<file path="config.mk">
export PLATFORM = sky130hd
export DESIGN_NAME = write_arbiter
export DESIGN_NICKNAME = d
export VERILOG_FILES = /design/src/hdl/dm_inst_pkg.sv /design/src/hdl/dm_types_pkg.sv /design/src/hdl/write_arbiter.sv
export VERILOG_INCLUDE_DIRS = /design/src /design/src/hdl
export SDC_FILE = /design/constraint.sdc
export NUM_CORES = 1
export LEC_CHECK = 0
export BUFFER_PORTS_ARGS = -buffer_cell sky130_fd_sc_hd__buf_2
export CAP_MARGIN = 20
export CORE_MARGIN = 3
export CORE_UTILIZATION = 38
export DETAILED_ROUTE_END_ITERATION = 7
export PLACE_DENSITY = 0.81
export SYNTH_ARGS = -nofsm -noshare
export SYNTH_HDL_FRONTEND = slang
export SYNTH_SLANG_ARGS = --single-unit
</file>
<file path="constraint.sdc">
create_clock -name clk -period 2 [get_ports clk]
set_input_delay 0.2 -clock clk [delete_from_list [all_inputs] [get_ports clk]]
set_output_delay 0.2 -clock clk [all_outputs]
set_load 0.02 [all_outputs]
</file>
<file path="src/hdl/dm_defs.svh">
`ifndef DM_DEFS_SVH
`define DM_DEFS_SVH

// Word and memory geometry
`define DM_DATA_WIDTH 16   // One real or imaginary part
`define DM_ADDR_WIDTH 8
`define DM_DEPTH      256

// Region bases for the burst writers
`define DM_LOAD_BASE  0    // Sample load
`define DM_SHIFT_BASE 32   // Shifted samples
`define DM_TX_BASE    160  // Alpha history

// Destinations waiting for their ALU result
`define DM_WB_QDEPTH  4

`endif

</file>
<file path="src/hdl/dm_inst_pkg.sv">
`include "dm_defs.svh"

package dm_inst_pkg;

    typedef logic [`DM_ADDR_WIDTH-1:0] addr_t;

    // Field order follows the instruction word, src_b on top
    typedef struct packed {
        addr_t src_b;  // Second operand
        addr_t src_a;  // First operand
        addr_t dest;   // Write-back target
    } dm_inst_t;

endpackage

</file>
<file path="src/hdl/dm_types_pkg.sv">
`include "dm_defs.svh"

package dm_types_pkg;

    // Complex sample, real part in the upper half
    typedef struct packed {
        logic [`DM_DATA_WIDTH-1:0] re;
        logic [`DM_DATA_WIDTH-1:0] im;
    } cplx_t;

    // One beat of a region burst
    typedef struct packed {
        cplx_t data;
        logic  last;  // End of burst, address goes back to base
    } wr_beat_t;

    // Shared write port of both RAMs
    typedef struct packed {
        logic                      we;
        logic [`DM_ADDR_WIDTH-1:0] addr;
        cplx_t                     data;
    } ram_wr_t;

    // Both sources of one instruction
    typedef struct packed {
        cplx_t a;
        cplx_t b;
    } operand_t;

endpackage

</file>
<file path="src/hdl/write_arbiter.sv">
module write_arbiter (
    input  logic                  clk,
    input  logic                  rst,
    // Load region, highest priority
    input  logic                  load_valid,
    output logic                  load_ready,
    input  dm_inst_pkg::addr_t    load_addr,
    input  dm_types_pkg::cplx_t   load_data,
    // Shift region
    input  logic                  shift_valid,
    output logic                  shift_ready,
    input  dm_inst_pkg::addr_t    shift_addr,
    input  dm_types_pkg::cplx_t   shift_data,
    // Alpha history region
    input  logic                  tx_valid,
    output logic                  tx_ready,
    input  dm_inst_pkg::addr_t    tx_addr,
    input  dm_types_pkg::cplx_t   tx_data,
    // ALU write-back, lowest priority
    input  logic                  wb_valid,
    output logic                  wb_ready,
    input  dm_types_pkg::cplx_t   wb_data,
    input  dm_inst_pkg::addr_t    wb_dest,     // Head of destination queue
    input  logic                  wb_pending,  // Queue not empty
    output logic                  wb_pop,
    // Registered write into both RAMs
    output dm_types_pkg::ram_wr_t ram_wr
);

    import dm_types_pkg::*;
    import dm_inst_pkg::*;

    addr_t sel_addr;
    cplx_t sel_data;
    logic  sel_we;

    //////////////////////////////////////////////////////////////////////
    // Fixed priority, load > shift > tx > write-back

    assign load_ready  = 1'b1;  // Nobody above it
    assign shift_ready = !load_valid;
    assign tx_ready    = !load_valid && !shift_valid;
    assign wb_ready    = !load_valid && !shift_valid && !tx_valid && wb_pending;

    assign wb_pop = wb_valid && wb_ready;  // Same edge as the write-back transfer

    always_comb begin
        sel_we = 1'b1;
        if (load_valid) begin
            sel_addr = load_addr;
            sel_data = load_data;
        end else if (shift_valid) begin
            sel_addr = shift_addr;
            sel_data = shift_data;
        end else if (tx_valid) begin
            sel_addr = tx_addr;
            sel_data = tx_data;
        end else begin
            sel_addr = wb_dest;  // Destination named by the instruction
            sel_data = wb_data;
            sel_we   = wb_pop;
        end
    end

    //////////////////////////////////////////////////////////////////////
    // One write per cycle, stored by the RAM on the next edge

    always_ff @(posedge clk) begin
        ram_wr.addr <= sel_addr;
        ram_wr.data <= sel_data;
        if (rst) begin
            ram_wr.we <= 1'b0;
        end else begin
            ram_wr.we <= sel_we;
        end
    end

endmodule

</file>
==> summary.md, run 1 <==
| Metric | Value |
|---|---|
| Ys flop type | dfxtp_1 |
| Setup_tns | 0 ps |
| Drt via density | 4.887 |
| CTS tree | done |
| Pwr Total | 0.002053 W |
| Initial Util | 40.65% |
| Vias in the first global route | 2,470 |
| Syn. warnings | 0 |
| Endpoint class of the critical path | primary output |
| Drt pass-1 iters | 4 |
| Mapped Area | 2307 sq um |
| CP Max Fanout | 28 |
| Number of cell rows | 27 |
| Synth top cells by count | dfxtp_1 (41), mux2i_1 (40), nor2b_1 (39), nor3b_1 (39), a211oi_1 (38) |
| Antenna Nets Post-Route | 0 |
| I/O Buffers | 211 |
| Largest Register | ram_wr |
| Clk network pwr share | 26.3% |
| Post-detail-place hpwl | 5.751 mm |
| Count leader, synth | dfxtp_1 |
| Max FFs per register | 41 |
| Placed Instances | 499 |
| Fin area | 3417 sq um |
| Post-synth ARST share | 0% |
| Part of the power in registers | 44.5% |
| Endpoints failing setup | 0 |
| Pin count of the biggest net entering global routing | 54 |
| N_diodes | 0 |
| WL final | 7.200 mm |
| Setup Buffers After CTS | 0 |
| Core area | 5675 sq um |
| Slew Limit Fails | 0 |
| Hold crit path type | input port to flop |
| Top post-synthesis cells by area | dfxtp_1 (36%), mux2i_1 (17%), nor3b_1 (13%) |
| Synth Area per Inst | 9.945 sq um |
| Wire length per cell | 14.23 um |
| DP Area | 3331 sq um |
| Fmax | 746.8 MHz |
| Critical Path RT | 1800 ps |
| Maximum root-to-sink buffer count | 2 |
| Max-Cap Viols | 0 |
| PostCTS Resize Cnt | 0 |
| Top-level port count | 213 |
| Top cell type's share of synthesized area | 35.57% |
| Period utilisation layout | 66.95% |
| CTS Hold Bufs | 0 |
| Max VDD drop | 0.3556 mV |
| Layout cell share with drive strength beyond 1 | 52.53% |
| Nets | 601 |
| First-pass GRT wire length | 11.12 mm |
| Power density over cell area | 600.7 nW/um^2 |
| Biggest regs | ram_wr: 41 flops |
| Net Sw Frac | 29.01% |
| Initial antenna violation count | 0 |
| Critical Path AT | 1140 ps |
| GPL Wtd Cong | 0.8058 |
| Non-Filler Instances | 506 |
| Area growth syn-to-layout | 48.10% |
| Post-synthesis sequential area ratio | 35.57% |
| Root buffer cell | clkbuf_8 |
| Final Hold Violating Endpoints | 0 |
| Net Switching | 0.0005955 W |
| CTS Sinks | 41 |
| Portion of total power attributed to combinational logic | 29.2% |
| Crit path kind | input port to primary output |
| Post-Syn Nets | 399 |
| Tmin final | 1339 ps |
| Internal power | 0.001457 W |
| Grt total ovfl | 0 |
| Cell taking the most area after synthesis | dfxtp_1 |
| Unrepaired setup endpoints after global routing | false |
| EDFF count, synth | 0 |
| Count of cell types in the netlist | 21 |
| Leakage | 1.701 nW |
| DRT iter0 DRCs | 30 |
| Number of remaining DRC errors | 0 |
| CTS buffer count | 5 |
| H-tree depth | 2 |
| Die Y | 83.92 um |
| Cells after Synth | 232 |
| Total Routing Usage GR | 19.41% |
| Die area | 7043 sq um |
| Status | finished, final reports clean |
| Clk slew on worst S/H paths | 70 ps |
| Chip Width | 83.92 um |
| Startpoint Class | input port |
| Via count | 2,473 |
| Synthesized flop and latch total | 41 |
[through the flow]
step / worst slack, ps / util [%] / hold slack (ps)
2_1_floorplan: 956.5 / - / 269.1
3_3_place_gp: 677.4 / 58.69 / 361.0
3_5_place_dp: 654.4 / 58.69 / 379.8
4_1_cts: 649.0 / 60.21 / 67.87
5_1_grt: 544.5 / 60.21 / 65.82
6_report: 661.0 / 60.21 / 75.15
[cells by family after synthesis]
family / after synthesis / synth area share (%)
buffers and inverters: 25 / 8.135
multiplexers: 40 / 17.35
other: 1 / 0.1625
AND/OR/NAND/NOR: 84 / 25.00
AO/OA/AOI/OAI: 41 / 13.77
flip-flops: 41 / 35.57
[cell type report]
cell class	instances	area, sq um
well taps	72	90.09
multi-input cells	166	1304
fillers	496	2258
flip-flops and latches	41	820.8
clock buffers	7	86.33
repair buffers	218	1109
inverters	2	7.507
[power by group through the flow]
stage	sequential (W)	clock, W	combinational [W]
after CTS	0.000914	0.000558	0.000607
final	0.000913	0.000539	0.000600
after global routing	0.000922	0.000598	0.000653
after detailed placement	0.000933	0	0.000606
after global placement	0.000931	0	0.000594
after floorplan	0.00104	0	0.000236
[critical path, cell delays in order]
cell    delay, ps
buf_2         240
nor3_1        330
and3_1        200
buf_2         160
[path summary, 6_finish.rpt]
path / from / end / slack, ps / cells after the start
setup / recovery: shift_valid / wb_pop / 660 / 4
hold / removal: rst / ram_wr[40] / 80 / 2
[layer usage]
metal | global-route usage, % | part of all wire [%] | vias to the layer above
met5 | 0 | 0 | -
met4 | 6.287 | 1.6 | 0
met3 | 5.429 | 8.8 | 11
met2 | 36.08 | 52 | 136
met1 | 20.99 | 38 | 1089
li1 | - | - | 1237
[placed cells by master (no fill, tap or decap), types with 2 or more instances in the layout]
| cell type | Yosys | final |
|---|---|---|
| buf_2 | 8 | 211 |
| inv_1 | 2 | 2 |
| mux2i_1 | 40 | 40 |
| a211oi_1 | 38 | 38 |
| nor3b_1 | 39 | 39 |
| clkbuf_8 | 0 | 6 |
| dfxtp_1 | 41 | 41 |
| nor2b_1 | 39 | 39 |
| buf_4 | 1 | 7 |
(Power assumes the default switching activity.)
==> run 2, diff against run 1 <==
CORE_UTILIZATION = 34   (was 38)
PLACE_DENSITY = 0.77   (was 0.81)
clock period = 1.09 ns   (was 2 ns; I/O delays follow)
==> summary.md, run 2 (synthesis gave the netlist of run 1 again) <==
| Metric | Value |
|---|---|
| Max stage delay on crit path | 270 ps |
| Maximum root-to-sink buffer count | 2 |
| CTS buffer count | 5 |
| Biggest regs | ram_wr: 41 flops |
| Die Y | 88.38 um |
| Antenna Nets Post-Route | 0 |
| Initial antenna violation count | 1 |
| Tmin final | 994.8 ps |
| Commonest non-fill, non-tap cells in the layout | buf_2 (211), dfxtp_1 (41), mux2i_1 (40) |
| First-pass GRT wire length | 10.87 mm |
| Root buffer cell | clkbuf_8 |
| Status | finished, final reports clean |
| Die area | 7810 sq um |
| Fin area | 3493 sq um |
| Leakage | 1.734 nW |
| Slew Limit Fails | 0 |
| Max-Cap Viols | 0 |
| CP Max Fanout | 7 |
| Pin count of the biggest net entering global routing | 30 |
| GPL Wtd Cong | 0.8052 |
| DRT iter0 DRCs | 31 |
| Layout cell share with drive strength beyond 1 | 53.08% |
| Non-Filler Instances | 516 |
| Number of remaining DRC errors | 0 |
| Area growth syn-to-layout | 51.41% |
| DP Area | 3392 sq um |
| Grt total ovfl | 0 |
| Unrepaired setup endpoints after global routing | false |
| N_diodes | 0 |
| Drt via density | 4.831 |
| Largest Register | ram_wr |
| Initial Util | 35.72% |
| Wire length per cell | 14.37 um |
| Nets | 606 |
| Startpoint Class | input port |
| Top-level port count | 213 |
| Setup Buffers After CTS | 0 |
| Max FFs per register | 41 |
| CTS tree | done |
| WL final | 7.416 mm |
| Crit path kind | input port to primary output |
| H-tree depth | 2 |
| Critical Path AT | 890 ps |
| Post-detail-place hpwl | 5.916 mm |
| Period utilisation layout | 91.27% |
| Vias in the first global route | 2,411 |
| Total Routing Usage GR | 17.74% |
| Commonest non-fill, non-tap cell in the layout | buf_2 |
| Cell-by-cell trace of the critical path | buf_2 > nor3_2 > and3_1 > buf_2 |
| Number of cell rows | 29 |
| Final Hold Violating Endpoints | 0 |
| Critical Path RT | 980 ps |
| Critical-path top delay cell | nor3_2 |
| Clk slew on worst S/H paths | 70 ps |
| Endpoint class of the critical path | primary output |
| Drt pass-1 iters | 4 |
| Chip Width | 88.38 um |
| CTS Sinks | 41 |
| Via count | 2,493 |
| Core area | 6459 sq um |
| I/O Buffers | 211 |
| Power density over cell area | 1090 nW/um^2 |
| Max VDD drop | 0.4519 mV |
| CP dominant cell by count | buf_2 |
| Fmax | 1005 MHz |
| Hold crit path type | input port to flop |
| Final Util | 54.09% |
| Endpoints failing setup | 0 |
| Placed Instances | 508 |
[run 2: cell count changes in the layout (fill, tap and decap cells not counted), sizes merged]
cell         change
buf              +4
dlygate4sd3      +1
[run 2: timing repair]
| action | 4_1_cts | 5_1_grt |
|---|---|---|
| hold endpoints to repair | 1 | 0 |
| hold buffers | 1 | 0 |
| endpoints found under the setup margin | 1 | 0 |
| resized for setup | 1 | 0 |
[run 2: critical path: cells and delay by family]
| family | cells | cell delay (ps) |
|---|---|---|
| buffers and inverters | 2 | 320 |
| and+or+nand+nor | 2 | 450 |
[run 2: area by class of cell]
cell class	instances	area (sq um)
Inverter	2	7.507
Multi-Input combinational cell	166	1309
Clock buffer	7	86.33
Timing Repair Buffer	223	1174
Sequential cell	41	820.8
Fill cell	622	2965
Tap cell	77	96.34
[run 2: worst paths after layout]
| kind | cells after the start | from | end |
|---|---|---|---|
| max | 4 | load_valid | wb_pop |
| min | 3 | load_addr[5] | ram_wr[37] |
[run 2: layer usage]
metal	vias to the layer above	global-route usage (%)	share of wire, %
met5	-	0	0.18
met4	2	4.808	1.4
met3	12	4.469	7.5
met2	114	33.72	52
met1	1117	19.38	39
li1	1248	-	-
[run 2: report_power, final]
group          internal, W  total [W]  leakage, nW  switching, W
logic             0.000549    0.00113         1.34      0.000580
clock network     0.000503    0.00100       0.0443      0.000498
registers          0.00164    0.00168        0.346     0.0000346
[run 2: stage by stage]
| stage | setup TNS, ps | hold WS [ps] | setup WS (ps) | total power, W |
|---|---|---|---|---|
| 2_1_floorplan | 0 | 178.1 | 228.5 | 0.002338 |
| 3_3_place_gp | 0 | 282.6 | 22.76 | 0.002825 |
| 3_5_place_dp | -22.41 | 299.3 | -22.41 | 0.002852 |
| 4_1_cts | 0 | 84.63 | 83.91 | 0.003870 |
| 5_1_grt | 0 | 99.10 | 20.17 | 0.004037 |
| 6_report | 0 | 97.14 | 95.17 | 0.003809 |
