`src/hdl/dm_defs.svh`:
```
`ifndef DM_DEFS_SVH
`define DM_DEFS_SVH

// Word and memory geometry
`define DM_DATA_WIDTH 16   // One real or imaginary part
`define DM_ADDR_WIDTH 8
`define DM_DEPTH      256

// Region bases for the burst writers
`define DM_LOAD_BASE  0    // Sample load
`define DM_SHIFT_BASE 32   // Shifted samples
`define DM_TX_BASE    160  // Alpha history

// Destinations waiting for their ALU result
`define DM_WB_QDEPTH  4

`endif

```
`src/hdl/dm_inst_pkg.sv`:
```
`include "dm_defs.svh"

package dm_inst_pkg;

    typedef logic [`DM_ADDR_WIDTH-1:0] addr_t;

    // Field order follows the instruction word, src_b on top
    typedef struct packed {
        addr_t src_b;  // Second operand
        addr_t src_a;  // First operand
        addr_t dest;   // Write-back target
    } dm_inst_t;

endpackage

```
`src/hdl/dm_types_pkg.sv`:
```
`include "dm_defs.svh"

package dm_types_pkg;

    // Complex sample, real part in the upper half
    typedef struct packed {
        logic [`DM_DATA_WIDTH-1:0] re;
        logic [`DM_DATA_WIDTH-1:0] im;
    } cplx_t;

    // One beat of a region burst
    typedef struct packed {
        cplx_t data;
        logic  last;  // End of burst, address goes back to base
    } wr_beat_t;

    // Shared write port of both RAMs
    typedef struct packed {
        logic                      we;
        logic [`DM_ADDR_WIDTH-1:0] addr;
        cplx_t                     data;
    } ram_wr_t;

    // Both sources of one instruction
    typedef struct packed {
        cplx_t a;
        cplx_t b;
    } operand_t;

endpackage

```
`src/hdl/region_writer.sv`:
```
module region_writer #(
    parameter int unsigned BASE = 0
) (
    input  logic                   clk,
    input  logic                   rst,
    // Burst from the source
    input  logic                   beat_valid,
    output logic                   beat_ready,
    input  dm_types_pkg::wr_beat_t beat,
    // Addressed request toward the arbiter
    output logic                   req_valid,
    input  logic                   req_ready,
    output dm_inst_pkg::addr_t     req_addr,
    output dm_types_pkg::cplx_t    req_data
);

    import dm_types_pkg::*;
    import dm_inst_pkg::*;

    localparam addr_t BASE_ADDR = addr_t'(BASE);

    addr_t addr_q;  // Next address in the region
    logic  fire;

    //////////////////////////////////////////////////////////////////////
    // Request side, combinational

    assign req_valid  = beat_valid;
    assign beat_ready = req_ready;  // Arbiter decides for us
    assign req_addr   = addr_q;
    assign req_data   = cplx_t'(beat.data);

    assign fire = beat_valid && req_ready;

    //////////////////////////////////////////////////////////////////////
    // Address counter

    // Wraps to the base after the last beat, so every burst starts there
    always_ff @(posedge clk) begin
        if (rst) begin
            addr_q <= BASE_ADDR;
        end else if (fire) begin
            if (beat.last) begin
                addr_q <= BASE_ADDR;
            end else begin
                addr_q <= addr_q + addr_t'(1);
            end
        end
    end

endmodule

```
`config.mk`:
```
export PLATFORM = sky130hd
export DESIGN_NAME = region_writer
export DESIGN_NICKNAME = d
export VERILOG_FILES = /design/src/hdl/dm_inst_pkg.sv /design/src/hdl/dm_types_pkg.sv /design/src/hdl/region_writer.sv
export VERILOG_INCLUDE_DIRS = /design/src /design/src/hdl
export SDC_FILE = /design/constraint.sdc
export NUM_CORES = 1
export LEC_CHECK = 0
export BUFFER_PORTS_ARGS = -buffer_cell sky130_fd_sc_hd__buf_2
export CORE_MARGIN = 2
export CORE_UTILIZATION = 29
export CTS_BUF_LIST = sky130_fd_sc_hd__clkbuf_4 sky130_fd_sc_hd__clkbuf_8
export DETAILED_ROUTE_END_ITERATION = 6
export HOLD_SLACK_MARGIN = 0.12
export PLACE_DENSITY_LB_ADDON = 0.2
export SYNTH_ARGS = -nofsm -noshare
export SYNTH_HDL_FRONTEND = slang
export SYNTH_SLANG_ARGS = --single-unit
```
`constraint.sdc`:
```
create_clock -name clk -period 1.5 [get_ports clk]
set_clock_uncertainty 0.05 [all_clocks]
set_input_delay 0.075 -clock clk [delete_from_list [all_inputs] [get_ports clk]]
set_output_delay 0.075 -clock clk [all_outputs]
set_load 0.02 [all_outputs]
```
==> results of run 1 <==
==> per-stage QoR <==
stage,hold WS [ns],std cells,utilization,setup slack [ns]
final,0.145,119,0.423,0.0689
after global placement,0.100,82,0.237,0.121
after CTS,0.145,119,0.422,0.0373
after floorplan,0.177,74,-,0.0965
after detailed placement,0.100,82,0.237,0.0861
after global routing,0.165,119,0.423,0.00183
==> cell families (layout without fill, tap and decap cells) <==
group	Yosys count	count (layout)	synth area share
AO/OA/AOI/OAI	12	12	0.118
XOR/XNOR	2	2	0.0289
adder cells (fa/ha/maj)	1	1	0.0207
buffers and inverters	35	53	0.428
flip-flops	8	8	0.264
AND/OR/NAND/NOR	16	16	0.141
==> placed cells by master (no fill, tap or decap), types with 2 or more instances in the layout <==
cell type	instances
dfxtp_1	6
xor2_1	2
nand3_1	4
nor2_1	2
nand2_1	4
clkbuf_4	3
buf_2	14
a21oi_1	6
o31ai_1	3
dlygate4sd3_1	34
o21ai_0	2
or4_1	3
==> cells in the mapped netlist <==
cell type	number
a31o_2	1
nand2_1	4
buf_4	34
nor2_1	2
or4_1	3
dfxtp_1	8
nand3_1	4
inv_1	1
or3_2	1
ha_1	1
nand4_1	1
or3_1	1
xor2_1	2
o31ai_1	3
o21ai_0	2
a21oi_1	6
==> layer usage <==
metal,routed length (µm),share of wire
met5,0,0
met4,8,0.0062
met3,235,0.18
met2,568,0.44
met1,468,0.37
==> how the worst max path moves through the flow <==
stage | to | slack (ns) | cells after the start
floorplan | req_addr[6]$_SDFFE_PP0P_ | 0.1 | 3
global placement | req_addr[6]$_SDFFE_PP0P_ | 0.12 | 4
detailed placement | req_addr[6]$_SDFFE_PP0P_ | 0.09 | 4
CTS | req_addr[1]$_SDFFE_PP0P_ | 0.04 | 4
global route | req_addr[6]$_SDFFE_PP0P_ | 0.002 | 5
finish | req_addr[6]$_SDFFE_PP0P_ | 0.07 | 5
==> power by group <==
part           switching (mW)  internal, mW
sequential            0.00375         0.216
combinational          0.0953        0.0737
clock                  0.0747        0.0917
==> worst max-delay path: cells and delay by family <==
family / cells / cell delay [ns]
buffers and inverters: 2 / 0.67
AOI/OAI and AO/OA: 1 / 0.15
and+or+nand+nor: 2 / 0.67
==> area by class of cell <==
| class | instances | area, µm² |
|---|---|---|
| Sequential cell | 8 | 165 |
| Fill cell | 211 | 1130 |
| Timing Repair Buffer | 49 | 418 |
| Tap cell | 27 | 33.8 |
| Inverter | 1 | 3.75 |
| Multi-Input combinational cell | 31 | 186 |
| Clock buffer | 3 | 22.5 |
==> what timing repair did <==
item                                    CTS  global route
setup buffers                             0             0
endpoints found under the setup margin    0             2
gates resized for setup                   0             1
hold endpoints to repair                 33             1
hold buffers                             34             1
==> results.md, run 1 <==
- First-pass GRT wire length: 1760 µm
- Syn Std Cell Area: 606 µm²
- Worst-Skew Late Latency: 0.25 ns
- Gpl congestion: 0.680
- Final ANT Viol Nets: 0
- Ant. Diodes: 0
- PD cells: 669 nW/µm²
- Via count: ~540
- Nets: approximately 130
- Slew @ Worst Pin: 0.226 ns
- Initial antenna violation count: 0
- Final Hold Viols: 0
- M1 GR Usage: 0.0989
- Pre-antenna DRT Iters: 3
- Post-synth cell types: 16
- I/O Pins: ~80
- Max FO, Critical Path: 6
- Final Cell Area: 830 µm²
- Clock Tree Buf Depth: 2
- Worst Reg-to-Reg Cells: 4
- RSZ-0062 raised after global routing: no
- Placed inst area: 464 µm²
- Core area: 1960 µm²
- Worst slew margin: 0.849
- CP arrival: 1.57 ns
- Endpoint class of the critical path: flip-flop
- Total track usage: 0.0921
- Setup TNS: 0 ns
- Power Total: roughly 0.55 mW
- Syn_area_per_cell: 8.18 µm²
- Final period utilization: 0.954
- Die height: 49.7 µm
- GR peak layer: met2
- Max reg flops: 8
- Cells along the critical path: dlygate4sd3_1 > buf_2 > nand3_1 > or4_1 > a21oi_1
- Yosys top cell area share: 0.421
- Synth Instances: 74
- Synth warn: 0
- CP Launch Type: input port
- RR Endpoint: req_addr[6]$_SDFFE_PP0P_
- CP Class: in2reg
- Count of state elements after synthesis: 8
- CP Launch Point: req_ready
- Largest net degree at the start of global routing: 9
- GR Overflow Total: 0
- GR Util met3: 0.0667
- Reg clk slew, reported paths: about 0.05 ns
- TritonCTS Buffers: 3
- Share of layout cells above drive strength 1: 0.239
- Row count: 16
- Syn Nets: 112
- Final wirelength: 1280 µm
- Die area: around 2500 µm²
- DP HPWL: roughly 740 µm
- Hold Crit Endpoint: req_addr[1]$_SDFFE_PP0P_
- Tmin final: 1.43 ns
- Yosys top cell by area: buf_4
- Initial Util: 0.309
- Sink Count: 8
- Drt drc: 0
- Worst reg2reg startpoint: req_addr[0]$_SDFFE_PP0P_
- Max-cap violations: 0
- Htree depth: 1
- Final Max Tran Viols: 0
- Required time worst endpoint: 1.64 ns
- Vias in the first global route: 424
- Hold path depth: 3
- Register area share after synthesis: 0.264
- Min-Delay Path Class: in2reg
- Ranking of synthesized cells by area: buf_4 42%, dfxtp_1 26%, a21oi_1 5.0%
- Setup slack, reg-to-reg: around 0.080 ns
- Via-per-instance ratio: 4.50
- VDD IR-drop max: 515 µV
- Layout area overhead: 37.0%
- IO Port Bufs: 14
- Highest Clock Rate: 699 MHz
- CTS Root Buffer Type: clkbuf_4
- Die X: 49.7 µm
- WL/cell: roughly 11 µm
- Met2 usage: 0.142
- Leak Pwr: 0.336 nW
- Slowest stage cell, crit path: dlygate4sd3_1
- Crit path largest cell delay: 0.52 ns
- Final setup fails: 0
- CTS tree: yes
- DR iter-0 viols: 1
- Hold Crit Start: rst
- Status: completed
Power figures use the tool's default switching activity.
==> run 2: changes to the inputs <==
--- a/config.mk
+++ b/config.mk
@@ -12,7 +12,7 @@
 export CTS_BUF_LIST = sky130_fd_sc_hd__clkbuf_4 sky130_fd_sc_hd__clkbuf_8
 export DETAILED_ROUTE_END_ITERATION = 6
 export HOLD_SLACK_MARGIN = 0.12
-export PLACE_DENSITY_LB_ADDON = 0.2
+export PLACE_DENSITY = 0.87
 export SYNTH_ARGS = -nofsm -noshare
 export SYNTH_HDL_FRONTEND = slang
 export SYNTH_SLANG_ARGS = --single-unit
==> results.md, run 2 (synthesized netlist as in run 1, its figures left out) <==
- Status: completed
- I/O Pins: roughly 80
- Die area: 2470 µm²
- Final Max Tran Viols: 0
- Final Hold Viols: 0
- Worst Reg-to-Reg Cells: 4
- Die height: approximately 50 µm
- GR Overflow Total: 0
- Required time worst endpoint: 1.64 ns
- CP Launch Type: input port
- RSZ-0062 raised after global routing: no
- Commonest non-fill, non-tap cells in the layout: 34 x dlygate4sd3_1, 14 x buf_2, 6 x dfxtp_1, 5 x a21oi_1, 4 x nand2_1
- Core area: 1960 µm²
- Initial Util: 0.309
- TritonCTS Buffers: 3
- Layout area overhead: 39.3%
- CTS tree: yes
- Setup TNS: 0 ns
- Final setup fails: 0
- Worst slew margin: 0.841
- Final ANT Viol Nets: 0
- Max reg flops: 8
- Max-cap violations: 0
- Share of layout cells above drive strength 1: 0.269
- DR iter-0 viols: 8
- Highest Clock Rate: 701 MHz
- Via-per-instance ratio: 4.74
- Power Total: between 0.5 and 0.6 mW
- Slew @ Worst Pin: 0.238 ns
- Setup slack, reg-to-reg: 0.10 ns
- Nets: 133
- RR Endpoint: req_addr[6]$_SDFFE_PP0P_
- WL/cell: 12.2 µm
- Reg clk slew, reported paths: 0.06 ns
- Worst-Skew Late Latency: 0.26 ns
- Final wirelength: 1460 µm
- DP HPWL: 847 µm
- Commonest non-fill, non-tap cell in the layout: dlygate4sd3_1
- Clock Tree Buf Depth: 2
- Hold Crit Endpoint: req_addr[1]$_SDFFE_PP0P_
- Final WS setup: between 0.07 and 0.08 ns
- Worst hold slack: 0.131 ns
- Via count: 569
- CP Class: in2reg
- Largest net degree at the start of global routing: 9
- Tmin final: roughly 1.4 ns
- DP Worst Slack: 0.0730 ns
- PD cells: 662 nW/µm²
- Die X: 49.7 µm
- Initial antenna violation count: 0
- Ant. Diodes: 0
- Final Cell Area: 843 µm²
- Fill count: roughly 210
- IO Port Bufs: 14
- Total track usage: 0.111
- Placed inst area: between 400 and 500 µm²
- Hold path depth: 3
- Endpoint class of the critical path: flip-flop
- CP arrival: 1.57 ns
- Worst reg2reg startpoint: req_addr[0]$_SDFFE_PP0P_
- Max FO, Critical Path: 6
- Drt drc: 0
- VDD IR-drop max: 399 µV
- Pre-antenna DRT Iters: 4
- Htree depth: 1
- Gpl congestion: around 0.7
- CTS Root Buffer Type: clkbuf_4
- Min-Delay Path Class: in2reg
- First-pass GRT wire length: 2060 µm
- Hold Crit Start: rst
- Vias in the first global route: 439
- Sink Count: 8
- Final period utilization: 0.951
- Leak Pwr: 0.340 nW
- Row count: 16
run 2: changes by cell type in the layout (fill, tap and decap cells not counted), sizes merged:
cell,change
buf,+1
run 2: worst max-delay path by stage:
stage	start	endpoint	slack, ns	depth (start not counted)
floorplan	req_addr[2]$_SDFFE_PP0P_	req_addr[6]$_SDFFE_PP0P_	0.1	3
global placement	req_addr[0]$_SDFFE_PP0P_	req_addr[6]$_SDFFE_PP0P_	0.16	4
detailed placement	req_addr[0]$_SDFFE_PP0P_	req_addr[6]$_SDFFE_PP0P_	0.07	4
CTS	req_addr[0]$_SDFFE_PP0P_	req_addr[1]$_SDFFE_PP0P_	0.03	4
global route	req_addr[0]$_SDFFE_PP0P_	req_addr[6]$_SDFFE_PP0P_	0.02	4
finish	beat_valid	req_addr[5]$_SDFFE_PP0P_	0.07	6
run 2: repair_timing:
| item | in CTS | in global routing |
|---|---|---|
| endpoints found under the setup margin | 0 | 3 |
| endpoints found under the hold margin | 33 | 1 |
| gates resized for setup | 0 | 2 |
| setup buffers | 0 | 1 |
| hold buffers | 34 | 1 |
run 2: critical path, cell delays in order:
cell and delay (ns):
dlygate4sd3_1 0.51, buf_2 0.16, nand4_1 0.13, buf_4 0.16, or4_1 0.39, a21oi_1 0.14
run 2: routing by layer:
layer / wire length [µm] / track usage
met1: 498 / 0.112
met2: 712 / 0.189
met3: 244 / 0.0697
met4: 8 / 0.0278
met5: 0 / 0
run 2: metrics by stage:
step	std cells	util
after global placement	82	0.237
after global routing	120	0.430
after CTS	119	0.422
after detailed placement	82	0.237
after floorplan	74	-
final	120	0.430
run 2: power by group:
group          leakage [nW]  internal, mW  total, mW  switching, mW
clock                0.0138        0.0916      0.166         0.0747
sequential           0.0655         0.216      0.221        0.00440
combinational         0.261        0.0738      0.171         0.0975
run 2: area by class of cell:
cell class	instances	area, µm²	share of cell area
repair buffers	50	425	0.504
clock buffers	3	22.5	0.0267
inverters	1	3.75	0.00445
well taps	27	33.8	0.0401
flip-flops and latches	8	163	0.193
multi-input cells	31	195	0.231
