### config.mk
export PLATFORM = sky130hd
export DESIGN_NAME = operand_reader
export DESIGN_NICKNAME = d
export VERILOG_FILES = /design/src/hdl/dm_inst_pkg.sv /design/src/hdl/dm_types_pkg.sv /design/src/hdl/operand_reader.sv
export VERILOG_INCLUDE_DIRS = /design/src /design/src/hdl
export SDC_FILE = /design/constraint.sdc
export NUM_CORES = 1
export LEC_CHECK = 0
export BUFFER_PORTS_ARGS = -buffer_cell sky130_fd_sc_hd__buf_4
export CORE_ASPECT_RATIO = 1.4
export CORE_MARGIN = 3
export CORE_UTILIZATION = 42
export CTS_BUF_LIST = sky130_fd_sc_hd__clkbuf_8 sky130_fd_sc_hd__clkbuf_16
export DETAILED_ROUTE_END_ITERATION = 8
export PLACE_DENSITY = 0.77
export SLEW_MARGIN = 40
export SYNTH_ARGS = -nofsm -noshare
export SYNTH_HDL_FRONTEND = slang
export SYNTH_SLANG_ARGS = --single-unit
### constraint.sdc
create_clock -name clk -period 2.93 [get_ports clk]
set_clock_uncertainty 0.2 [all_clocks]
set_input_delay 0.293 -clock clk [delete_from_list [all_inputs] [get_ports clk]]
set_output_delay 0.293 -clock clk [all_outputs]
set_load 0.05 [all_outputs]
### src/hdl/dm_defs.svh
`ifndef DM_DEFS_SVH
`define DM_DEFS_SVH

// Word and memory geometry
`define DM_DATA_WIDTH 16   // One real or imaginary part
`define DM_ADDR_WIDTH 8
`define DM_DEPTH      256

// Region bases for the burst writers
`define DM_LOAD_BASE  0    // Sample load
`define DM_SHIFT_BASE 32   // Shifted samples
`define DM_TX_BASE    160  // Alpha history

// Destinations waiting for their ALU result
`define DM_WB_QDEPTH  4

`endif

### src/hdl/dm_inst_pkg.sv
`include "dm_defs.svh"

package dm_inst_pkg;

    typedef logic [`DM_ADDR_WIDTH-1:0] addr_t;

    // Field order follows the instruction word, src_b on top
    typedef struct packed {
        addr_t src_b;  // Second operand
        addr_t src_a;  // First operand
        addr_t dest;   // Write-back target
    } dm_inst_t;

endpackage

### src/hdl/dm_types_pkg.sv
`include "dm_defs.svh"

package dm_types_pkg;

    // Complex sample, real part in the upper half
    typedef struct packed {
        logic [`DM_DATA_WIDTH-1:0] re;
        logic [`DM_DATA_WIDTH-1:0] im;
    } cplx_t;

    // One beat of a region burst
    typedef struct packed {
        cplx_t data;
        logic  last;  // End of burst, address goes back to base
    } wr_beat_t;

    // Shared write port of both RAMs
    typedef struct packed {
        logic                      we;
        logic [`DM_ADDR_WIDTH-1:0] addr;
        cplx_t                     data;
    } ram_wr_t;

    // Both sources of one instruction
    typedef struct packed {
        cplx_t a;
        cplx_t b;
    } operand_t;

endpackage

### src/hdl/operand_reader.sv
`include "dm_defs.svh"

module operand_reader (
    input  logic                   clk,
    input  logic                   rst,
    // Instruction stream
    input  logic                   inst_valid,
    output logic                   inst_ready,
    input  dm_inst_pkg::dm_inst_t  inst,
    // Operand stream
    output logic                   op_valid,
    input  logic                   op_ready,
    output dm_types_pkg::operand_t op,
    // RAM read side, both RAMs share the enables
    output dm_inst_pkg::addr_t     raddr_a,
    output dm_inst_pkg::addr_t     raddr_b,
    output logic                   rd_en,
    output logic                   rd_regce,
    input  dm_types_pkg::cplx_t    dout_a,
    input  dm_types_pkg::cplx_t    dout_b,
    // Destination queue toward the arbiter
    input  logic                   wb_pop,
    output dm_inst_pkg::addr_t     wb_dest,
    output logic                   wb_pending
);

    import dm_types_pkg::*;
    import dm_inst_pkg::*;

    localparam int QD = `DM_WB_QDEPTH;
    localparam int PW = $clog2(QD);

    logic          advance;    // Whole pipe moves together
    logic          inst_fire;
    logic          v_addr;     // Stage 1, address register
    logic          v_latch;    // Stage 2, RAM read latch
    logic          q_full;
    addr_t         dest_q [QD];
    logic [PW-1:0] wr_ptr;
    logic [PW-1:0] rd_ptr;
    logic [PW:0]   count;

    function automatic logic [PW-1:0] ptr_next(input logic [PW-1:0] p);
        return (p == PW'(QD - 1)) ? '0 : p + 1'b1;
    endfunction

    //////////////////////////////////////////////////////////////////////
    // Read pipeline, addr reg -> RAM latch -> RAM output reg

    assign advance    = !op_valid || op_ready;  // Output stage empty or draining
    assign q_full     = (count == (PW + 1)'(QD));
    assign inst_ready = advance && !q_full;
    assign inst_fire  = inst_valid && inst_ready;

    assign rd_en    = advance;
    assign rd_regce = advance;
    assign op       = operand_t'{a: dout_a, b: dout_b};

    always_ff @(posedge clk) begin
        if (advance) begin
            raddr_a <= inst.src_a;
            raddr_b <= inst.src_b;
        end
    end

    always_ff @(posedge clk) begin
        if (rst) begin
            v_addr   <= 1'b0;
            v_latch  <= 1'b0;
            op_valid <= 1'b0;
        end else if (advance) begin
            v_addr   <= inst_fire;
            v_latch  <= v_addr;
            op_valid <= v_latch;  // Stage 3 lives in the RAM output reg
        end
    end

    //////////////////////////////////////////////////////////////////////
    // Destination queue, results come back in instruction order

    assign wb_dest    = dest_q[rd_ptr];
    assign wb_pending = (count != '0);

    always_ff @(posedge clk) begin
        if (inst_fire) begin
            dest_q[wr_ptr] <= inst.dest;
        end
    end

    always_ff @(posedge clk) begin
        if (rst) begin
            wr_ptr <= '0;
            rd_ptr <= '0;
            count  <= '0;
        end else begin
            if (inst_fire) wr_ptr <= ptr_next(wr_ptr);
            if (wb_pop) rd_ptr <= ptr_next(rd_ptr);  // Only when pending
            case ({inst_fire, wb_pop})
                2'b10:   count <= count + 1'b1;
                2'b01:   count <= count - 1'b1;
                default: count <= count;  // Push and pop cancel
            endcase
        end
    end

endmodule

==> impl_metrics.env, run 1 <==
export IMPL_via_count=1402
export IMPL_synth_top_area_cell="edfxtp_1"
export IMPL_power_share_combinational=0.198
export IMPL_tightest_slew_ns=0.739
export IMPL_end_kind="register"
export IMPL_groute_usage_overall=0.137
export IMPL_antenna_found_initial=0
export IMPL_coreArea_um2=6300
export IMPL_avgSynthCellArea_um2=14.8
export IMPL_syn2layout_area_growth_pct=16.4
export IMPL_p_seq_frac=0.471
export IMPL_start_util=0.436
export IMPL_final_cell_mix="57 x buf_4, 48 x edfxtp_1, 25 x dlygate4sd3_1"
export IMPL_synth_area_um2=2750
export IMPL_yosys_warnings=0
export IMPL_syn_nets=286
export IMPL_p_leak_uw=0.00125
export IMPL_final_common_cell="buf_4"
export IMPL_route_detailed_drc=0
export IMPL_hold_viol_final=0
export IMPL_numPortBuffers=57
export IMPL_cts_buffer_depth=2
export IMPL_grt_pass1_vias=1552
export IMPL_power_switching_share=0.274
export IMPL_die_w_um=74.4
export IMPL_dieArea_um2=7560
export IMPL_slew_headroom=0.507
export IMPL_ys_top_cells_by_area="edfxtp_1 52%, buf_4 18%, dfxtp_1 8.7%"
export IMPL_post_route_period_util=0.796
export IMPL_cts_sinks=60
export IMPL_cts_buffers_inserted=9
export IMPL_wl_per_cell_um=16.4
export IMPL_cts_clk_slew_worst_paths_ns=0.06
export IMPL_io_pins=186
export IMPL_rrSetupSlack_ns=0.60
export IMPL_firstDrtPassIters=3
export IMPL_fin_nets=310
export IMPL_cap_violations=0
export IMPL_fin_crit_ns=2.33
export IMPL_drt_initial_drc_count=57
export IMPL_crit_arrival_ns=2.39
export IMPL_antenna_left=0
export IMPL_via_per_inst=4.89
export IMPL_place_hpwl_um=3120
export IMPL_diodes=0
export IMPL_gp_congestion=0.733
export IMPL_path_class="reg -> reg"
export IMPL_drv_slew=0
export IMPL_layout_filler_cells=514
export IMPL_p_per_area_nw_per_um2=687
export IMPL_rsz0062_at_grt="false"
export IMPL_row_count=34
export IMPL_drive_gt1_frac=0.414
export IMPL_max_freq_mhz=429
export IMPL_grt_max_degree=22
export IMPL_drt_wl_total_um=4700
export IMPL_cts_tree="built"
export IMPL_ir_drop_v=0.000528
export IMPL_cts_root_buf="clkbuf_8"
export IMPL_ys_seq_elements=60
export IMPL_status="completed"
export IMPL_synth_cells=186
export IMPL_setup_ws_ns=0.599
export IMPL_yosysSeqAreaShare=0.612
export IMPL_place_ws_ns=0.611
export IMPL_synth_cell_types=29
export IMPL_clock_latency_ns=0.32
export IMPL_p_clk_frac=0.331
export IMPL_die_height_um=102
export IMPL_setup_tns_ns=0
export IMPL_start_kind="register"
export IMPL_grt_overflow=0
export IMPL_htreeDepth=3
export IMPL_power_net_switching_uw=602
export IMPL_setup_viol=0
export IMPL_grt_pass1_wl_um=7480
export IMPL_crit_path_max_fanout=6
export IMPL_required_ns=2.99
export IMPL_p_int_uw=1600
export IMPL_yosysTopAreaCellShare=0.525
export IMPL_holdCritPathClass="in -> reg"
[what timing repair did]
| item | in CTS | in global routing |
|---|---|---|
| hold endpoints to repair | 48 | 1 |
| hold buffers | 24 | 1 |
| gates resized for setup | 0 | 0 |
| setup buffers | 0 | 0 |
[synthesized netlist by cell type, drive strengths merged]
cell type   n
ha          6
o21ai       1
xor2        1
nor2        7
nand2       3
inv         6
nand4       2
a21oi       5
edfxtp     48
mux4        8
xnor2       1
buf        67
nor3        2
o31ai       2
and2        4
fa          1
or3         2
dfxtp      12
nor3b       2
or3b        1
mux2i       2
clkbuf      2
nor2b       1
[cell families (layout without fill, tap and decap cells)]
logic type	Yosys count	count (layout)	share of synthesized area
buffers and inverters	75	104	0.197
DFF	60	60	0.612
and+or+nand+nor	24	24	0.0592
muxes	10	10	0.0729
AOI/OAI and AO/OA	8	8	0.0178
adders and majority gates	7	7	0.0346
xor gates and xnor gates	2	2	0.00638
[state kept, by name, indices dropped and copies added (netlist names), named ones only]
| name | flops |
|---|---|
| dest_q | 32 |
| raddr_a | 8 |
| raddr_b | 8 |
| count | 3 |
| rd_ptr | 2 |
| wr_ptr | 2 |
| op_valid | 1 |
| v_addr | 1 |
| v_latch | 1 |
[critical path: stages (launching register included)]
cell	delay (ns)
dfxtp_1	0.47
nor3b_4	0.10
nor3_4	0.22
inv_2	0.07
ha_1	0.23
fa_1	0.39
xnor2_1	0.14
or3_1	0.31
a21oi_1	0.14
[routing by layer]
metal  global-route usage  vias to the layer above  wire [µm]
li1                     -                      641          -
met1                0.138                      654       1780
met4               0.0726                        0        154
met5                    0                        -          0
met3               0.0794                       23        439
met2                0.219                       84       2330
[metrics by stage]
step,power (µW),utilization,area (µm²),cells,hold slack [ns]
finish,2200,0.508,3200,287,0.0442
CTS,2220,0.507,3190,286,0.000180
detailed placement,1460,0.436,2750,246,0.245
global placement,1450,0.436,2750,246,0.257
global route,2300,0.508,3200,287,0.0682
floorplan,1570,-,2750,186,0.192
[power groups by stage]
stage	Clock [µW]	Sequential, µW	Combinational (µW)
final	729	1030	436
after detailed placement	0	1050	409
after CTS	751	1040	437
after floorplan	0	1090	476
after global placement	0	1050	404
after global routing	791	1040	464
[area by class of cell]
class                      instances  area [µm²]  area share
multi-input combinational         51         524       0.164
clock inverter                     5        51.3      0.0160
clock buffer                      11         151      0.0473
sequential                        60        1680       0.526
tap                               72        90.1      0.0282
timing repair buffer              82         678       0.212
inverter                           6        22.5     0.00704
[worst paths after layout]
path / startpoint / end / depth (start not counted)
worst max-delay path: count[0]$_SDFFE_PP0P_ / count[2]$_SDFFE_PP0P_ / 8
worst min-delay path: inst_valid / wr_ptr[0]$_SDFFE_PP0P_ / 3
worst max register to register: count[0]$_SDFFE_PP0P_ / count[2]$_SDFFE_PP0P_ / 8
worst min register to register: v_latch$_SDFFE_PP0P_ / v_latch$_SDFFE_PP0P_ / 2
(Power assumes the default switching activity.)
==> run 2: changes to the inputs <==
Settings changed: CORE_UTILIZATION 42 to 38, PLACE_DENSITY 0.77 to 0.73.
Clock period 2.93 ns to 2.1 ns, I/O delays scaled along.
==> run 2 against run 1 <==
Die area is 9.8% higher; sequential share of layout area shrank 1.5 points; fmax is 12% higher; global-route usage shrank 1.5 points; register-to-register slack worse by 0.58 ns; first-iteration DRC count down 53%; largest cell class unchanged; largest power group unchanged; highest routed layer unchanged.
==> impl_metrics.env, run 2 (synthesis results as in run 1) <==
export IMPL_via_per_inst=4.45
export IMPL_reg2reg_depth=8
export IMPL_whs_path_depth=3
export IMPL_p_clk_frac=0.320
export IMPL_path_class="reg -> reg"
export IMPL_gp_congestion=0.765
export IMPL_start_util=0.394
export IMPL_setup_ws_ns=0.0218
export IMPL_htreeDepth=3
export IMPL_rsz0062_at_grt="true"
export IMPL_start_kind="register"
export IMPL_via_count=1416
export IMPL_rrSetupSlack_ns=0.02
export IMPL_antenna_left=0
export IMPL_cts_sinks=60
export IMPL_groute_usage_overall=0.121
export IMPL_drive_gt1_frac=0.448
export IMPL_cts_setup_buffers=0
export IMPL_antenna_found_initial=0
export IMPL_post_route_period_util=0.990
export IMPL_setup_tns_ns=0
export IMPL_p_leak_uw=0.00128
export IMPL_final_common_cell="buf_4"
export IMPL_fin_crit_ns=2.08
export IMPL_largest_register="dest_q"
export IMPL_grt_pass1_wl_um=7590
export IMPL_syn2layout_area_growth_pct=20.2
export IMPL_grt_overflow=0
export IMPL_crit_start="op_valid$_SDFFE_PP0P_"
export IMPL_grt_pass1_vias=1574
export IMPL_holdCritPathClass="in -> reg"
export IMPL_required_ns=2.15
export IMPL_top_layer_used="met4"
export IMPL_p_per_area_nw_per_um2=930
export IMPL_place_ws_ns=0.0183
export IMPL_cts_root_buf="clkbuf_8"
export IMPL_setup_viol=0
export IMPL_power_share_combinational=0.216
export IMPL_cts_tree="built"
export IMPL_firstDrtPassIters=4
export IMPL_max_freq_mhz=481
export IMPL_final_cell_mix="64 x buf_4, 48 x edfxtp_1, 26 x dlygate4sd3_1"
export IMPL_wl_met2_um=2360
export IMPL_fin_nets=318
export IMPL_min_from="wb_pop"
export IMPL_clock_latency_ns=0.33
export IMPL_grt_max_degree=16
export IMPL_row_count=36
export IMPL_met1_length_um=1640
export IMPL_place_hpwl_um=3120
export IMPL_cts_clk_slew_worst_paths_ns=0.07
export IMPL_status="completed"
export IMPL_drv_slew=0
export IMPL_layout_filler_cells=587
export IMPL_timing_rr_start="op_valid$_SDFFE_PP0P_"
export IMPL_met3_length_um=423
export IMPL_p_seq_frac=0.464
export IMPL_largest_reg_flops=32
export IMPL_power_switching_share=0.285
export IMPL_wl_per_cell_um=14.2
export IMPL_p_int_uw=2200
export IMPL_end_kind="register"
export IMPL_drt_wl_total_um=4520
export IMPL_dieArea_um2=8300
export IMPL_die_w_um=77.9
export IMPL_power_net_switching_uw=876
export IMPL_io_pins=186
export IMPL_crit_arrival_ns=2.13
export IMPL_hold_viol_final=0
export IMPL_crit_path_max_fanout=2
export IMPL_diodes=0
export IMPL_coreArea_um2=6980
export IMPL_route_detailed_drc=0
export IMPL_min_to="rd_ptr[1]$_SDFFE_PP0P_"
export IMPL_ir_drop_v=0.000736
export IMPL_cap_violations=0
export IMPL_slew_headroom=0.725
export IMPL_drt_initial_drc_count=27
export IMPL_tightest_slew_ns=0.412
export IMPL_top_regs="dest_q (32), raddr_a (8), raddr_b (8)"
export IMPL_cts_buffer_depth=2
export IMPL_die_height_um=107
export IMPL_regToRegEndpoint="count[2]$_SDFFE_PP0P_"
export IMPL_cts_buffers_inserted=9
export IMPL_numPortBuffers=57
[run 2: cell count changes in the layout (fill, tap and decap cells not counted), sizes merged]
cell | previous run | this run
buf | 57 | 64
clkbuf | 11 | 9
clkinv | 2 | 3
dlygate4sd3 | 25 | 26
inv | 7 | 8
[run 2: repair_timing]
action | in CTS | in global routing
hold endpoints to repair | 60 | 0
resized for setup | 1 | 1
pin swaps | 0 | 1
hold buffers | 26 | 0
endpoints found under the setup margin | 1 | 1
[run 2: worst max-delay path by stage]
| stage | to | slack, ns |
|---|---|---|
| 2_1_floorplan | count[2]$_SDFFE_PP0P_ | -0.14 |
| 4_1_cts | count[2]$_SDFFE_PP0P_ | 0.002 |
| 3_3_place_gp | count[2]$_SDFFE_PP0P_ | 0.08 |
| 3_5_place_dp | count[2]$_SDFFE_PP0P_ | 0.02 |
| 5_1_grt | count[2]$_SDFFE_PP0P_ | -0.05 |
| 6_report | count[2]$_SDFFE_PP0P_ | 0.02 |
[run 2: layout make-up]
class	count	area (µm²)	share of cell area
clock inverters	7	67.6	0.0205
well taps	95	119	0.0360
inverters	6	22.5	0.00682
multi-input cells	51	543	0.164
repair buffers	90	741	0.224
flip-flops and latches	60	1690	0.511
clock buffers	9	124	0.0375
[run 2: critical path: stages, from the launching register on]
cell and delay [ns]:
dfxtp_4 0.34, nor2b_4 0.13, nor3_4 0.18, inv_2 0.08, ha_4 0.17, fa_2 0.33, xnor2_1 0.13, or3_1 0.32
a21oi_2 0.13
[run 2: per-stage QoR]
stage / instances / total power, µW / hold slack [ns] / util / instance area [µm²]
5_1_grt: 318 / 3230 / 0.0470 / 0.473 / 3300
6_report: 318 / 3070 / 0.0506 / 0.473 / 3300
2_1_floorplan: 186 / 2190 / 0.109 / - / 2770
3_3_place_gp: 276 / 2060 / 0.188 / 0.408 / 2850
4_1_cts: 318 / 3110 / 0.0308 / 0.473 / 3300
3_5_place_dp: 276 / 2080 / 0.189 / 0.408 / 2850
[run 2: power groups by stage]
stage / clock, µW / sequential [µW] / combinational [µW]
after floorplan: 0 / 1520 / 670
after global placement: 0 / 1450 / 618
after detailed placement: 0 / 1450 / 629
after CTS: 1020 / 1430 / 672
after global routing: 1080 / 1430 / 711
final: 983 / 1430 / 663
[run 2: per-layer routing]
metal  GRT usage  vias to the layer above
met5           0                        -
met3      0.0689                       19
li1            -                      656
met2       0.193                       79
met4      0.0623                        0
met1       0.127                      662
==> run 3: changes to the inputs <==
Clock period 2.1 ns to 1.8 ns, I/O delays scaled along.
==> run 3 against run 2 <==
The flow now finishes with violations (negative setup slack); non-clock buffer count is 9 higher; final cell count is 2.8% higher; total power is 21% higher; sequential share of layout area is 2.3 points lower; sequential cell count stayed put; via count is 3.6% higher; global-route usage is 0.52 points higher; critical path type unchanged; largest power group unchanged.
==> impl_metrics.env, run 3 (synthesis results as in run 1) <==
export IMPL_p_leak_uw=0.00136
export IMPL_layout_filler_cells=595
export IMPL_postPlaceCellArea_um2=2910
export IMPL_io_pins=186
export IMPL_die_height_um=107
export IMPL_antenna_found_initial=0
export IMPL_via_per_inst=4.49
export IMPL_cts_sinks=60
export IMPL_whs_path_depth=4
export IMPL_max_freq_mhz=489
export IMPL_hold_viol_final=0
export IMPL_p_int_uw=2690
export IMPL_dp_cells=281
export IMPL_grt_pass1_wl_um=7820
export IMPL_violations="negative setup slack"
export IMPL_p_seq_frac=0.449
export IMPL_diodes=0
export IMPL_wl_per_cell_um=14.8
export IMPL_setup_viol=9
export IMPL_reg2reg_depth=8
export IMPL_stdcell_area_um2=3460
export IMPL_p_per_area_nw_per_um2=1070
export IMPL_cap_violations=0
export IMPL_cts_buffers_inserted=9
export IMPL_power_share_combinational=0.232
export IMPL_p_clk_frac=0.320
export IMPL_dieArea_um2=8300
export IMPL_cts_clk_slew_worst_paths_ns=0.06
export IMPL_layoutNonFillerInstCount=327
export IMPL_htreeDepth=3
export IMPL_route_detailed_drc=0
export IMPL_largest_register="dest_q"
export IMPL_drt_wl_total_um=4830
export IMPL_path_class="reg -> reg"
export IMPL_drive_gt1_frac=0.483
export IMPL_tightest_slew_ns=0.407
export IMPL_fin_crit_ns=2.04
export IMPL_finalPower_uw=3700
export IMPL_clock_latency_ns=0.33
export IMPL_drv_slew=0
export IMPL_start_util=0.394
export IMPL_crit_path_max_fanout=2
export IMPL_via_count=1467
export IMPL_crit_arrival_ns=2.12
export IMPL_final_common_cell="buf_4"
export IMPL_power_net_switching_uw=1020
export IMPL_largest_reg_flops=32
export IMPL_drt_initial_drc_count=32
export IMPL_gp_congestion=0.750
export IMPL_fin_util=0.496
export IMPL_setup_ws_ns=-0.244
export IMPL_status="finished, violations left"
export IMPL_end_kind="register"
export IMPL_groute_usage_overall=0.127
export IMPL_power_switching_share=0.274
export IMPL_critPathMaxStageDelay_ns=0.34
export IMPL_syn2layout_area_growth_pct=26.1
export IMPL_grt_max_degree=16
export IMPL_post_route_period_util=1.14
export IMPL_slowest_stage="dfxtp_4"
export IMPL_grt_pass1_vias=1680
export IMPL_final_cell_mix="59 x buf_4, 48 x edfxtp_1, 27 x dlygate4sd3_1"
export IMPL_path_cells="nor2b_4, nor3_4, inv_2, ha_4, fa_2, xnor2_1, or3_1, a21oi_2"
export IMPL_antenna_left=0
export IMPL_rsz0062_at_grt="true"
export IMPL_numPortBuffers=57
export IMPL_fin_nets=327
export IMPL_holdWs_ns=0.0309
export IMPL_firstDrtPassIters=3
export IMPL_grt_overflow=0
export IMPL_cts_tree="built"
export IMPL_required_ns=1.87
export IMPL_cts_root_buf="clkbuf_8"
export IMPL_place_hpwl_um=3230
export IMPL_start_kind="register"
export IMPL_coreArea_um2=6980
export IMPL_row_count=36
export IMPL_holdCritPathClass="in -> reg"
export IMPL_top_regs="dest_q (32), raddr_a (8), raddr_b (8)"
export IMPL_ir_drop_v=0.000839
export IMPL_die_w_um=77.9
export IMPL_slew_headroom=0.728
export IMPL_cts_buffer_depth=2
-- run 3: cell count changes in the layout (fill, tap and decap cells not counted), sizes merged --
cell         change
clkbuf           +3
bufinv           -1
buf              +8
dlygate4sd3      +1
inv              -2
-- run 3: path summary, 6_finish.rpt --
path	from	end	slack, ns
setup / recovery	op_valid$_SDFFE_PP0P_	count[2]$_SDFFE_PP0P_	-0.24
hold / removal	wb_pop	register	0.03
setup reg to reg	op_valid$_SDFFE_PP0P_	count[2]$_SDFFE_PP0P_	-0.24
hold reg to reg	v_addr$_SDFFE_PP0P_	v_latch$_SDFFE_PP0P_	0.26
-- run 3: power groups by stage --
stage               combinational, µW  sequential (µW)  clock [µW]
CTS                               844             1660        1210
global placement                  746             1680           0
detailed placement                758             1690           0
finish                            857             1660        1180
floorplan                         782             1780           0
global route                      921             1680        1280
-- run 3: final cells by class --
| class | count | area [µm²] | area share |
|---|---|---|---|
| Clock buffer | 12 | 188 | 0.0542 |
| Clock inverter | 4 | 18.8 | 0.00542 |
| Inverter | 6 | 26.3 | 0.00758 |
| Multi-Input combinational cell | 51 | 548 | 0.158 |
| Sequential cell | 60 | 1690 | 0.487 |
| Tap cell | 95 | 119 | 0.0343 |
| Timing Repair Buffer | 99 | 877 | 0.253 |
-- run 3: worst max-delay path: cells and delay by family (launching register included) --
| family | cells | cell delay [ns] |
|---|---|---|
| flops | 1 | 0.34 |
| buf+inv | 1 | 0.07 |
| compound gates | 1 | 0.12 |
| fa+ha+maj | 2 | 0.49 |
| simple gates | 3 | 0.63 |
| xor+xnor | 1 | 0.13 |
-- run 3: per-layer routing --
| metal | share of wire | GRT usage | vias up |
|---|---|---|---|
| met1 | 0.37 | 0.129 | 688 |
| met5 | 0 | 0.0267 | - |
| li1 | - | - | 668 |
| met3 | 0.13 | 0.0874 | 16 |
| met2 | 0.47 | 0.192 | 95 |
| met4 | 0.023 | 0.0636 | 0 |
-- run 3: through the flow --
step	setup slack (ns)	setup TNS, ns
after floorplan	-0.438	-2.64
after global placement	-0.208	-0.208
after detailed placement	-0.272	-0.283
after CTS	-0.247	-1.05
after global routing	-0.347	-1.44
final	-0.244	-0.808
-- run 3: what timing repair did --
action / CTS / global route
endpoints found under the hold margin: 60 / 0
cloned: 0 / 0
setup endpoints to repair: 12 / 13
buffers inserted: 3 / 0
hold buffers: 27 / 0
gates resized for setup: 11 / 5
pin swaps: 1 / 0
